===== src/logic/wave_buffer_pkg.sv =====
// Sizes, bus address map and register bit positions for the wave capture buffer
`default_nettype none

package wave_buffer_pkg;

  //////////////////////////////////////////////////////////////////////
  // Sample and beat geometry
  //////////////////////////////////////////////////////////////////////

  // One wave sample
  localparam int sample_w         = 12;
  // Channels carried in each stream beat
  localparam int num_channels     = 4;
  // Two samples per channel
  localparam int samples_per_beat = 2 * num_channels;
  localparam int sample_idx_w     = $clog2(samples_per_beat);
  // Stream data width, 96 bits
  localparam int beat_w           = samples_per_beat * sample_w;

  //////////////////////////////////////////////////////////////////////
  // Memory and bus sizes
  //////////////////////////////////////////////////////////////////////

  localparam int bus_w      = 16;
  localparam int ram_depth  = 256;
  // Depth is a power of two so the pointer wraps on overflow
  localparam int ram_addr_w = $clog2(ram_depth);
  // Top address bit set selects the register set
  localparam int bus_addr_w = ram_addr_w + 1;

  // Register addresses
  localparam logic [bus_addr_w-1:0] reg_ctrl   = bus_addr_w'(256);
  localparam logic [bus_addr_w-1:0] reg_status = bus_addr_w'(257);
  localparam logic [bus_addr_w-1:0] reg_wptr   = bus_addr_w'(258);
  localparam logic [bus_addr_w-1:0] reg_angle  = bus_addr_w'(259);

  // Control and status bit positions
  localparam int ctrl_enable_bit  = 0;
  localparam int ctrl_clear_bit   = 1;
  localparam int stat_busy_bit    = 0;
  localparam int stat_wrapped_bit = 1;

endpackage

`default_nettype wire


===== src/logic/wave_unpacker.sv =====
// Stream beat capture, sample serializer and wrapping write pointer
`timescale 1ns/100ps
`default_nettype none

module wave_unpacker import wave_buffer_pkg::*; (
  input  wire logic                  clk_f,
  input  wire logic                  rst_ram,
  // Stream input
  input  wire logic [beat_w-1:0]     s_tdata,
  input  wire logic                  s_tvalid,
  output logic                       s_tready,
  // Control from the bus port
  input  wire logic                  capture_en,
  input  wire logic                  clear,
  // Memory write port
  output logic                       wr_en,
  output logic [ram_addr_w-1:0]      wr_addr,
  output logic [sample_w-1:0]        wr_data,
  // Status back to the bus port
  output logic [ram_addr_w-1:0]      wptr,
  output logic                       busy,
  output logic                       wrapped
);

  // Beat held while its samples go out
  logic [beat_w-1:0]       beat_q;
  // Index of the sample being written
  logic [sample_idx_w-1:0] idx_q;
  logic                    busy_q;
  logic                    wrapped_q;
  logic [ram_addr_w-1:0]   ptr_q;
  logic                    take_beat;
  logic                    last_sample;

  // Ready only while enabled, idle and out of reset
  assign s_tready    = capture_en & ~busy_q & rst_ram;
  assign take_beat   = s_tvalid & s_tready;
  assign last_sample = (idx_q == sample_idx_w'(samples_per_beat - 1));

  // Payload register, loaded on each transfer
  always_ff @(posedge clk_f) begin
    if (take_beat) begin
      beat_q <= s_tdata;
    end
  end

  //////////////////////////////////////////////////////////////////////
  // Sample sequencer
  //////////////////////////////////////////////////////////////////////

  // Eight write cycles follow each accepted beat
  always_ff @(posedge clk_f) begin
    if (!rst_ram) begin
      busy_q <= 1'b0;
      idx_q  <= '0;
    end else if (take_beat) begin
      busy_q <= 1'b1;
      idx_q  <= '0;
    end else if (busy_q) begin
      idx_q <= idx_q + 1'b1;
      // Back to idle after the last sample
      if (last_sample) begin
        busy_q <= 1'b0;
      end
    end
  end

  // Pointer steps once per written sample
  // Clear wins, a beat in flight carries on from address 0
  always_ff @(posedge clk_f) begin
    if (!rst_ram) begin
      ptr_q     <= '0;
      wrapped_q <= 1'b0;
    end else if (clear) begin
      ptr_q     <= '0;
      wrapped_q <= 1'b0;
    end else if (busy_q) begin
      ptr_q <= ptr_q + 1'b1;
      // Sticky once the top location has been written
      if (ptr_q == '1) begin
        wrapped_q <= 1'b1;
      end
    end
  end

  // Write port, sample 0 sits in the low bits
  assign wr_en   = busy_q;
  assign wr_addr = ptr_q;
  assign wr_data = beat_q[idx_q*sample_w +: sample_w];

  assign wptr    = ptr_q;
  assign busy    = busy_q;
  assign wrapped = wrapped_q;

endmodule

`default_nettype wire


===== src/logic/sample_ram.sv =====
// Simple dual-port sample memory with a registered read port
`timescale 1ns/100ps
`default_nettype none

module sample_ram import wave_buffer_pkg::*; (
  input  wire logic                  clk_f,
  // Write side, driven by the unpacker
  input  wire logic                  wr_en,
  input  wire logic [ram_addr_w-1:0] wr_addr,
  input  wire logic [sample_w-1:0]   wr_data,
  // Read side, driven by the bus port
  input  wire logic [ram_addr_w-1:0] rd_addr,
  output logic      [sample_w-1:0]   rd_data
);

  // Contents come up undefined
  logic [sample_w-1:0] mem [ram_depth];

  always_ff @(posedge clk_f) begin
    if (wr_en) begin
      mem[wr_addr] <= wr_data;
    end
  end

  // Data valid one cycle after the address
  always_ff @(posedge clk_f) begin
    rd_data <= mem[rd_addr];
  end

endmodule

`default_nettype wire


===== src/logic/mcu_bus_port.sv =====
// MCU bus decoder, control and angle registers, read-data mux
`timescale 1ns/100ps
`default_nettype none

module mcu_bus_port import wave_buffer_pkg::*; (
  input  wire logic                  clk_f,
  input  wire logic                  rst_ram,
  // MCU bus, strobes active low
  input  wire logic [bus_addr_w-1:0] bus_addr,
  input  wire logic [bus_w-1:0]      bus_wdata,
  input  wire logic                  bus_rd_n,
  input  wire logic                  bus_wr_n,
  output logic      [bus_w-1:0]      bus_rdata,
  // Sample memory read port
  output logic      [ram_addr_w-1:0] rd_addr,
  input  wire logic [sample_w-1:0]   rd_data,
  // Unpacker status
  input  wire logic [ram_addr_w-1:0] wptr,
  input  wire logic                  busy,
  input  wire logic                  wrapped,
  // Unpacker control
  output logic                       capture_en,
  output logic                       clear,
  // To the rotation unit
  output logic      [bus_w-1:0]      angle
);

  logic             wr_cyc;
  logic             rd_cyc;
  logic             reg_sel;
  logic             enable_q;
  logic             clear_q;
  logic [bus_w-1:0] angle_q;
  // Read pipeline
  logic             rd_valid_q;
  logic             rd_mem_q;
  logic [bus_w-1:0] reg_rdata;
  logic [bus_w-1:0] reg_rdata_q;
  logic [bus_w-1:0] mem_word;

  // Both strobes low counts as a write
  assign wr_cyc  = ~bus_wr_n;
  assign rd_cyc  = ~bus_rd_n & bus_wr_n;
  assign reg_sel = bus_addr[bus_addr_w-1];

  // Memory address goes straight through, the RAM adds the read stage
  assign rd_addr = bus_addr[ram_addr_w-1:0];

  //////////////////////////////////////////////////////////////////////
  // Register writes
  //////////////////////////////////////////////////////////////////////

  always_ff @(posedge clk_f) begin
    if (!rst_ram) begin
      enable_q <= 1'b0;
      angle_q  <= '0;
    end else if (wr_cyc) begin
      if (bus_addr == reg_ctrl) begin
        enable_q <= bus_wdata[ctrl_enable_bit];
      end
      if (bus_addr == reg_angle) begin
        angle_q <= bus_wdata;
      end
    end
  end

  // Clear is a one-cycle pulse, never held in the register
  always_ff @(posedge clk_f) begin
    if (!rst_ram) begin
      clear_q <= 1'b0;
    end else begin
      clear_q <= wr_cyc && (bus_addr == reg_ctrl) && bus_wdata[ctrl_clear_bit];
    end
  end

  assign capture_en = enable_q;
  assign clear      = clear_q;
  assign angle      = angle_q;

  //////////////////////////////////////////////////////////////////////
  // Read path
  //////////////////////////////////////////////////////////////////////

  // Register set view, unmapped addresses give 0
  always_comb begin
    reg_rdata = '0;
    case (bus_addr)
      reg_ctrl: begin
        reg_rdata[ctrl_enable_bit] = enable_q;
      end
      reg_status: begin
        reg_rdata[stat_busy_bit]    = busy;
        reg_rdata[stat_wrapped_bit] = wrapped;
      end
      reg_wptr: begin
        reg_rdata = bus_w'(wptr);
      end
      reg_angle: begin
        reg_rdata = angle_q;
      end
      default: begin
        reg_rdata = '0;
      end
    endcase
  end

  // Track which source answers, refreshed each read cycle
  always_ff @(posedge clk_f) begin
    if (!rst_ram) begin
      rd_valid_q <= 1'b0;
      rd_mem_q   <= 1'b0;
    end else begin
      rd_valid_q <= rd_cyc;
      rd_mem_q   <= rd_cyc & ~reg_sel;
    end
  end

  // Register value captured alongside the memory read
  always_ff @(posedge clk_f) begin
    if (rd_cyc) begin
      reg_rdata_q <= reg_rdata;
    end
  end

  // Samples zero-extended to the bus width
  assign mem_word = {{(bus_w - sample_w){1'b0}}, rd_data};

  // Idle bus reads 0
  assign bus_rdata = !rd_valid_q ? '0 :
                     rd_mem_q    ? mem_word : reg_rdata_q;

endmodule

`default_nettype wire


===== src/logic/wave_buffer.sv =====
// Top level of the wave capture buffer with unpacker, sample memory and bus port
`timescale 1ns/100ps
`default_nettype none

module wave_buffer import wave_buffer_pkg::*; (
  input  wire logic                  clk_f,
  input  wire logic                  rst_ram,
  // Wave stream from the datapath
  input  wire logic [beat_w-1:0]     s_tdata,
  input  wire logic                  s_tvalid,
  output logic                       s_tready,
  // MCU bus
  input  wire logic [bus_addr_w-1:0] bus_addr,
  input  wire logic [bus_w-1:0]      bus_wdata,
  input  wire logic                  bus_rd_n,
  input  wire logic                  bus_wr_n,
  output logic      [bus_w-1:0]      bus_rdata,
  // Angle for the rotation unit
  output logic      [bus_w-1:0]      angle
);

  // Memory write port
  logic                  wr_en;
  logic [ram_addr_w-1:0] wr_addr;
  logic [sample_w-1:0]   wr_data;
  // Memory read port
  logic [ram_addr_w-1:0] rd_addr;
  logic [sample_w-1:0]   rd_data;
  // Control and status between bus port and unpacker
  logic [ram_addr_w-1:0] wptr;
  logic                  busy;
  logic                  wrapped;
  logic                  capture_en;
  logic                  clear;

  // Stream side
  wave_unpacker unpacker_i (
    .clk_f      (clk_f),
    .rst_ram    (rst_ram),
    .s_tdata    (s_tdata),
    .s_tvalid   (s_tvalid),
    .s_tready   (s_tready),
    .capture_en (capture_en),
    .clear      (clear),
    .wr_en      (wr_en),
    .wr_addr    (wr_addr),
    .wr_data    (wr_data),
    .wptr       (wptr),
    .busy       (busy),
    .wrapped    (wrapped)
  );

  // Circular sample store
  sample_ram ram_i (
    .clk_f   (clk_f),
    .wr_en   (wr_en),
    .wr_addr (wr_addr),
    .wr_data (wr_data),
    .rd_addr (rd_addr),
    .rd_data (rd_data)
  );

  // MCU side
  mcu_bus_port bus_i (
    .clk_f      (clk_f),
    .rst_ram    (rst_ram),
    .bus_addr   (bus_addr),
    .bus_wdata  (bus_wdata),
    .bus_rd_n   (bus_rd_n),
    .bus_wr_n   (bus_wr_n),
    .bus_rdata  (bus_rdata),
    .rd_addr    (rd_addr),
    .rd_data    (rd_data),
    .wptr       (wptr),
    .busy       (busy),
    .wrapped    (wrapped),
    .capture_en (capture_en),
    .clear      (clear),
    .angle      (angle)
  );

endmodule

`default_nettype wire


===== config.mk =====
export PLATFORM = sky130hd
export DESIGN_NAME = wave_buffer
export DESIGN_NICKNAME = d
export VERILOG_FILES = /design/src/logic/wave_buffer_pkg.sv /design/src/logic/wave_unpacker.sv /design/src/logic/sample_ram.sv /design/src/logic/mcu_bus_port.sv /design/src/logic/wave_buffer.sv
export SDC_FILE = /design/constraint.sdc
export NUM_CORES = 2
export LEC_CHECK = 0
export BUFFER_PORTS_ARGS = -buffer_cell sky130_fd_sc_hd__buf_4
export CAP_MARGIN = 20
export CORE_MARGIN = 2
export CORE_UTILIZATION = 30
export DETAILED_ROUTE_END_ITERATION = 6
export MAX_ROUTING_LAYER = met4
export PLACE_DENSITY_LB_ADDON = 0.05
export SLEW_MARGIN = 20
export SYNTH_ARGS = -nofsm -noshare
export SYNTH_HDL_FRONTEND = slang
export SYNTH_SLANG_ARGS = --single-unit

===== constraint.sdc =====
create_clock -name clk_f -period 4.19 [get_ports clk_f]
set_input_delay 0.419 -clock clk_f [delete_from_list [all_inputs] [get_ports clk_f]]
set_output_delay 0.419 -clock clk_f [all_outputs]
set_load 0.005 [all_outputs]

## Word level (Yosys, flattened, before mapping)

Memory sizes are Yosys's and may differ from the RTL's. A register that Yosys moved wholly into a read port is not among the register bits.
Index checks and enable logic that the tools add are counted.

- Word-level logic and storage cells: 49
- Memories kept: 1
- RAM bits: 3072
- Register bits: 145
- Output and inout bits: 33

- Add/subtract/negate cells: 2
- Reduce and logical (&&, ||, !) cells: 7
- Multiply operators: 1
- Shifts and indexed selects: 1
- Equality and inequality tests: 6
- Bitwise operators: 10
- Mux-type cells: 10

Memories:

| name | words | width | read ports | clocked after Yosys merged registers in | write ports | line | source |
|---|---|---|---|---|---|---|---|
| ram_i.mem | 256 | 12 | 1 | 1 | 1 | sample_ram.sv:17 | `logic [sample_w-1:0] mem [ram_depth];` |

Operators by type and width:

| cell | count |
|---|---|
| 96-bit by 8-bit variable part select with 12-bit output | 1 |
| 9-bit == test, second input constant | 4 |
| 16-bit 2-to-1 mux | 2 |
| 14-bit one-hot mux with 2 select lines | 1 |
| 8-bit by 1-bit adder with 8-bit output, second input constant | 1 |
| 8-bit == test, second input constant | 1 |
| 2-bit AND reduction | 3 |
| 1-bit AND | 5 |
| 3-bit by 2-bit multiplier with 5-bit output, second input constant | 1 |
| 1-bit 2-to-1 mux | 5 |
| 1-bit NOT | 5 |
| 1-bit one-hot mux with 4 select lines | 1 |
| 2-bit OR reduction | 2 |
| 3-bit by 1-bit adder with 3-bit output, second input constant | 1 |
| 3-bit == test, second input constant | 1 |
| 1-bit one-hot mux with 3 select lines | 1 |
| 1-bit logical AND | 2 |

## Depth between registers and ports, before layout

- Word-level depth: 5
- Gate-level depth with buffers: 11

## By module

A second synthesis with hierarchy kept.

- Cell total of the unflattened synthesis: 5884
- Area, all modules: 124732.1 µm²

Modules (own cells, without submodules):

| module | cells an instance | instances | area each (µm²) |
|---|---|---|---|
| sample_ram | 5506 | 1 | 118632.5 |
| wave_unpacker | 212 | 1 | 4332.9 |
| mcu_bus_port | 166 | 1 | 1766.7 |

## Worst setup path after synthesis

Ideal clock, no wire load.

- Kind: flip-flop to flip-flop
- Start: register unpacker_i.idx_q[0]
- End: memory ram_i.mem[0][11], data pin
- Stages on the path, launching flop included: 5
- Path slack: 0.283 ns
- Setup time: 0.555 ns
- Buffers on the path: 2
- Data arrival time: 3.352 ns
- Data required time: 3.635 ns
- Path through: dfxtp_1 clkbuf_1 buf_1 mux4_2 mux2_2

- Word-level cells in the longest chain between the ends: 2

Ends and longest elaborated chain:

| item | line | source |
|---|---|---|
| start, declared | wave_unpacker.sv:28 | `logic [sample_idx_w-1:0] idx_q;` |
| start signal, assigned | wave_unpacker.sv:60 | `idx_q <= idx_q + 1'b1;` |
| 3-bit by 2-bit multiplier with 5-bit output | wave_unpacker.sv:89 | `assign wr_data = beat_q[idx_q*sample_w +: sample_w];` |
| 96-bit by 8-bit variable part select with 12-bit output | wave_unpacker.sv:89 |  |
| via ram_i.wr_data[11] | sample_ram.sv:10 | `input wire logic [sample_w-1:0] wr_data,` |
| end, declared | sample_ram.sv:17 |  |

The timed path passes the listed nets, and every way through them passes these cells.

## Final worst setup path

- Start: input bus_addr[6]
- End: register bus_i.angle_q[14] (netlist: bus_i.angle[14])

- Word-level cells in the longest chain between the ends: 2

Ends and longest elaborated chain:

| item | line | source |
|---|---|---|
| start, declared | wave_buffer.sv:13 | `input wire logic [bus_addr_w-1:0] bus_addr,` |
| 9-bit == test | mcu_bus_port.sv:61 | `if (bus_addr == reg_angle) begin` |
| 2-bit AND reduction (no source line) | n/a |  |
| end signal, assigned | mcu_bus_port.sv:62 | `angle_q <= bus_wdata;` |
| end, declared | mcu_bus_port.sv:33 | `logic [bus_w-1:0] angle_q;` |

Every way passes these cells.
A chain may end at the register's enable or synchronous reset.

==> results.sh <==
export IMPL_routedWlPerCell_um=34.7
export IMPL_clkLatencyLatePin_ps=950
export IMPL_clkPwrFrac=0.452
export IMPL_power_leakage_uw=0.0476
export IMPL_dpl_cell_count=11600
export IMPL_finalNonFillerCells=12400
export IMPL_pwr_share_comb=0.045
export IMPL_grt_usage=0.209
export IMPL_core_area_um2=413000
export IMPL_vias_per_cell=5.08
export IMPL_io_buffers=158
export IMPL_powerDensity_nw_per_um2=464
export IMPL_synth_edf_count=3184
export IMPL_fin_nets=6769
export IMPL_reg2reg_from="unpacker_i.idx_q[0]"
export IMPL_grt_max_degree=132
export IMPL_die_width_um=648
export IMPL_cts_buffer_depth=4
export IMPL_cts_tree="built"
export IMPL_first_global_vias=64600
export IMPL_area_growth_pct=20.8
export IMPL_ys_seq_elements=3229
export IMPL_dr_pass1_iters=7
export IMPL_finalSetupTns_ps=0
export IMPL_setup_ws_ps=647
export IMPL_crit_type="primary input to flop"
export IMPL_post_dp_hpwl_um=274000
export IMPL_synth_largest_area_cell="edfxtp_1"
export IMPL_dr_first_iter_drc_count=6665
export IMPL_start_util=0.301
export IMPL_p_seq_frac=0.503
export IMPL_seq_area_frac_synth=0.777
export IMPL_netlist_cell_type_count=66
export IMPL_synth_top_flop_cell="edfxtp_1"
export IMPL_post_route_period_util=0.846
export IMPL_die_area_um2=419000
export IMPL_vdd_ir_drop_max_uv=303
export IMPL_status="complete, but fails checks"
export IMPL_grt_overflow_total=0
export IMPL_cts_buffers=370
export IMPL_yosys_warnings=0
export IMPL_p_switching_uw=15300
export IMPL_async_flop_share=0
export IMPL_min_path_type="primary input to flop"
export IMPL_clock_skew_ps=43.2
export IMPL_syn_area_per_cell_um2=22.1
export IMPL_rsz0062_at_grt="no"
export IMPL_start_kind="primary input"
export IMPL_swShare=0.219
export IMPL_ant_nets=0
export IMPL_arrival_ps=4440
export IMPL_drc=2
export IMPL_fmax_ghz=0.282
export IMPL_gp_congestion=0.817
export IMPL_synth_most_common_cell="edfxtp_1"
export IMPL_wirelength_um=431000
export IMPL_violations="design-rule violations"
export IMPL_synthTopCellsByArea="edfxtp_1, mux4_2, nor2_1"
export IMPL_synthTopCellsByCount="edfxtp_1, mux4_2, nor2_1"
export IMPL_min_from="bus_addr[7]"
export IMPL_internal_power_uw=54400
export IMPL_die_h_um=648
export IMPL_grt_pass1_wl_um=581000
export IMPL_cts_sinks=3229
export IMPL_max_cap_violations=0
export IMPL_startpoint="bus_addr[6]"
export IMPL_worst_pin_slew_ps=1300
export IMPL_ios=159
export IMPL_finalHoldViolCount=0
export IMPL_rows=236
export IMPL_syn_area_um2=124000
export IMPL_post_route_min_period_ps=3540
export IMPL_cts_root_buf="clkbuf_16"
export IMPL_netlist_instances=5612
export IMPL_cp_max_fo=16
export IMPL_path_clk_slew_ps=60
export IMPL_pre_cts_ws_ps=-46.6
export IMPL_vias=63100
export IMPL_crit_required_ps=5090
export IMPL_setup_viol=0
export IMPL_antenna_found_initial=47
export IMPL_critPathCaptureType="flop"
export IMPL_relSlewSlack=0.131
export IMPL_yosys_area_top_type_share=0.770
export IMPL_synthesis_nets=5744
export IMPL_drive_above_1_share=0.327
export IMPL_htree_levels=5
export IMPL_slew_viol_final=0
routing by layer:
metal	GRT usage	up-vias	routed length (µm)	share of wire
met5	-	-	0	0
met4	0.0452	0	9450	0.022
met3	0.0240	460	20500	0.048
met2	0.328	1874	204000	0.47
met1	0.295	35000	197000	0.46
li1	-	25800	-	-
final timing paths:
path | to | slack (ps) | cells past startpoint
worst min register to register | unpacker_i.wrapped | 540 | 2
worst max-delay path | bus_i.angle[14] | 650 | 13
worst min-delay path | ram_i.rd_data[11] | 170 | 3
worst max register to register | ram_i.mem[33][7] | 920 | 4
cells by family after synthesis:
logic type / synth area share
DFF: 0.777
muxes: 0.164
and+or+nand+nor: 0.0245
AOI/OAI and AO/OA: 0.0204
buffers and inverters: 0.0133
xor gates and xnor gates: 0.000493
adders and majority gates: 0.000604
power groups by stage:
stage	combinational, µW	sequential (µW)	clock (µW)
2_1_floorplan	1550	35700	0
3_5_place_dp	3090	35700	0
4_1_cts	3190	35000	32400
3_3_place_gp	3100	35700	0
6_report	3130	35000	31500
5_1_grt	3250	35000	33600
placed cells by master (no fill, tap or decap), types with 44 or more instances in the layout:
cell type and count:
a21oi_1 46, a22oi_1 112, buf_12 73, buf_4 750, clkbuf_1 77, clkbuf_16 378
clkinv_1 86, clkinv_2 66, dfxtp_1 44, dlygate4sd3_1 148, edfxtp_1 3184, mux2_2 45
mux2i_1 95, mux4_2 833, nand2_1 138, nand3_1 45, nor2_1 343
metrics by stage:
stage                     instance area, µm²  hold WS (ps)  utilization  total power, µW
final                                 150000           169        0.364            69700
after global routing                  150000           138        0.364            71800
after CTS                             150000          60.3        0.364            70600
after detailed placement              137000           476        0.332            38800
after global placement                137000           470        0.332            38800
after floorplan                       124000           440            -            37200
state kept, by name (all words and copies together) (netlist names), 3 cells and up:
signal and cells:
bus_i.angle 16, bus_i.reg_rdata_q 16, ram_i.mem 3072, ram_i.rd_data 12
unpacker_i.beat_q 96, unpacker_i.idx_q 3, unpacker_i.wptr 8
critical path, stage by stage:
cell,delay (ps)
dlygate4sd3_1,530
buf_4,210
or3_1,370
nor2_1,300
buf_4,290
nand4_1,290
buf_4,270
nor3_2,100
buf_4,230
nand2_1,80
dlygate4sd3_1,570
a21boi_0,170
dlygate4sd3_1,560
area by class of cell:
class / instances / area (µm²)
clock inverter: 212 / 1860
tap: 5474 / 6850
fill: 38200 / 263000
antenna: 19 / 47.5
inverter: 8 / 38.8
clock buffer: 458 / 9790
multi-input combinational: 2053 / 26400
sequential: 3229 / 96500
timing repair buffer: 975 / 8640
timing repair:
item                                    4_1_cts  5_1_grt
buffers inserted                              0        0
resized for setup                             0        0
hold buffers                                148        0
endpoints found under the setup margin        0        0
endpoints found under the hold margin       143        0
Power figures use the tool's default switching activity.
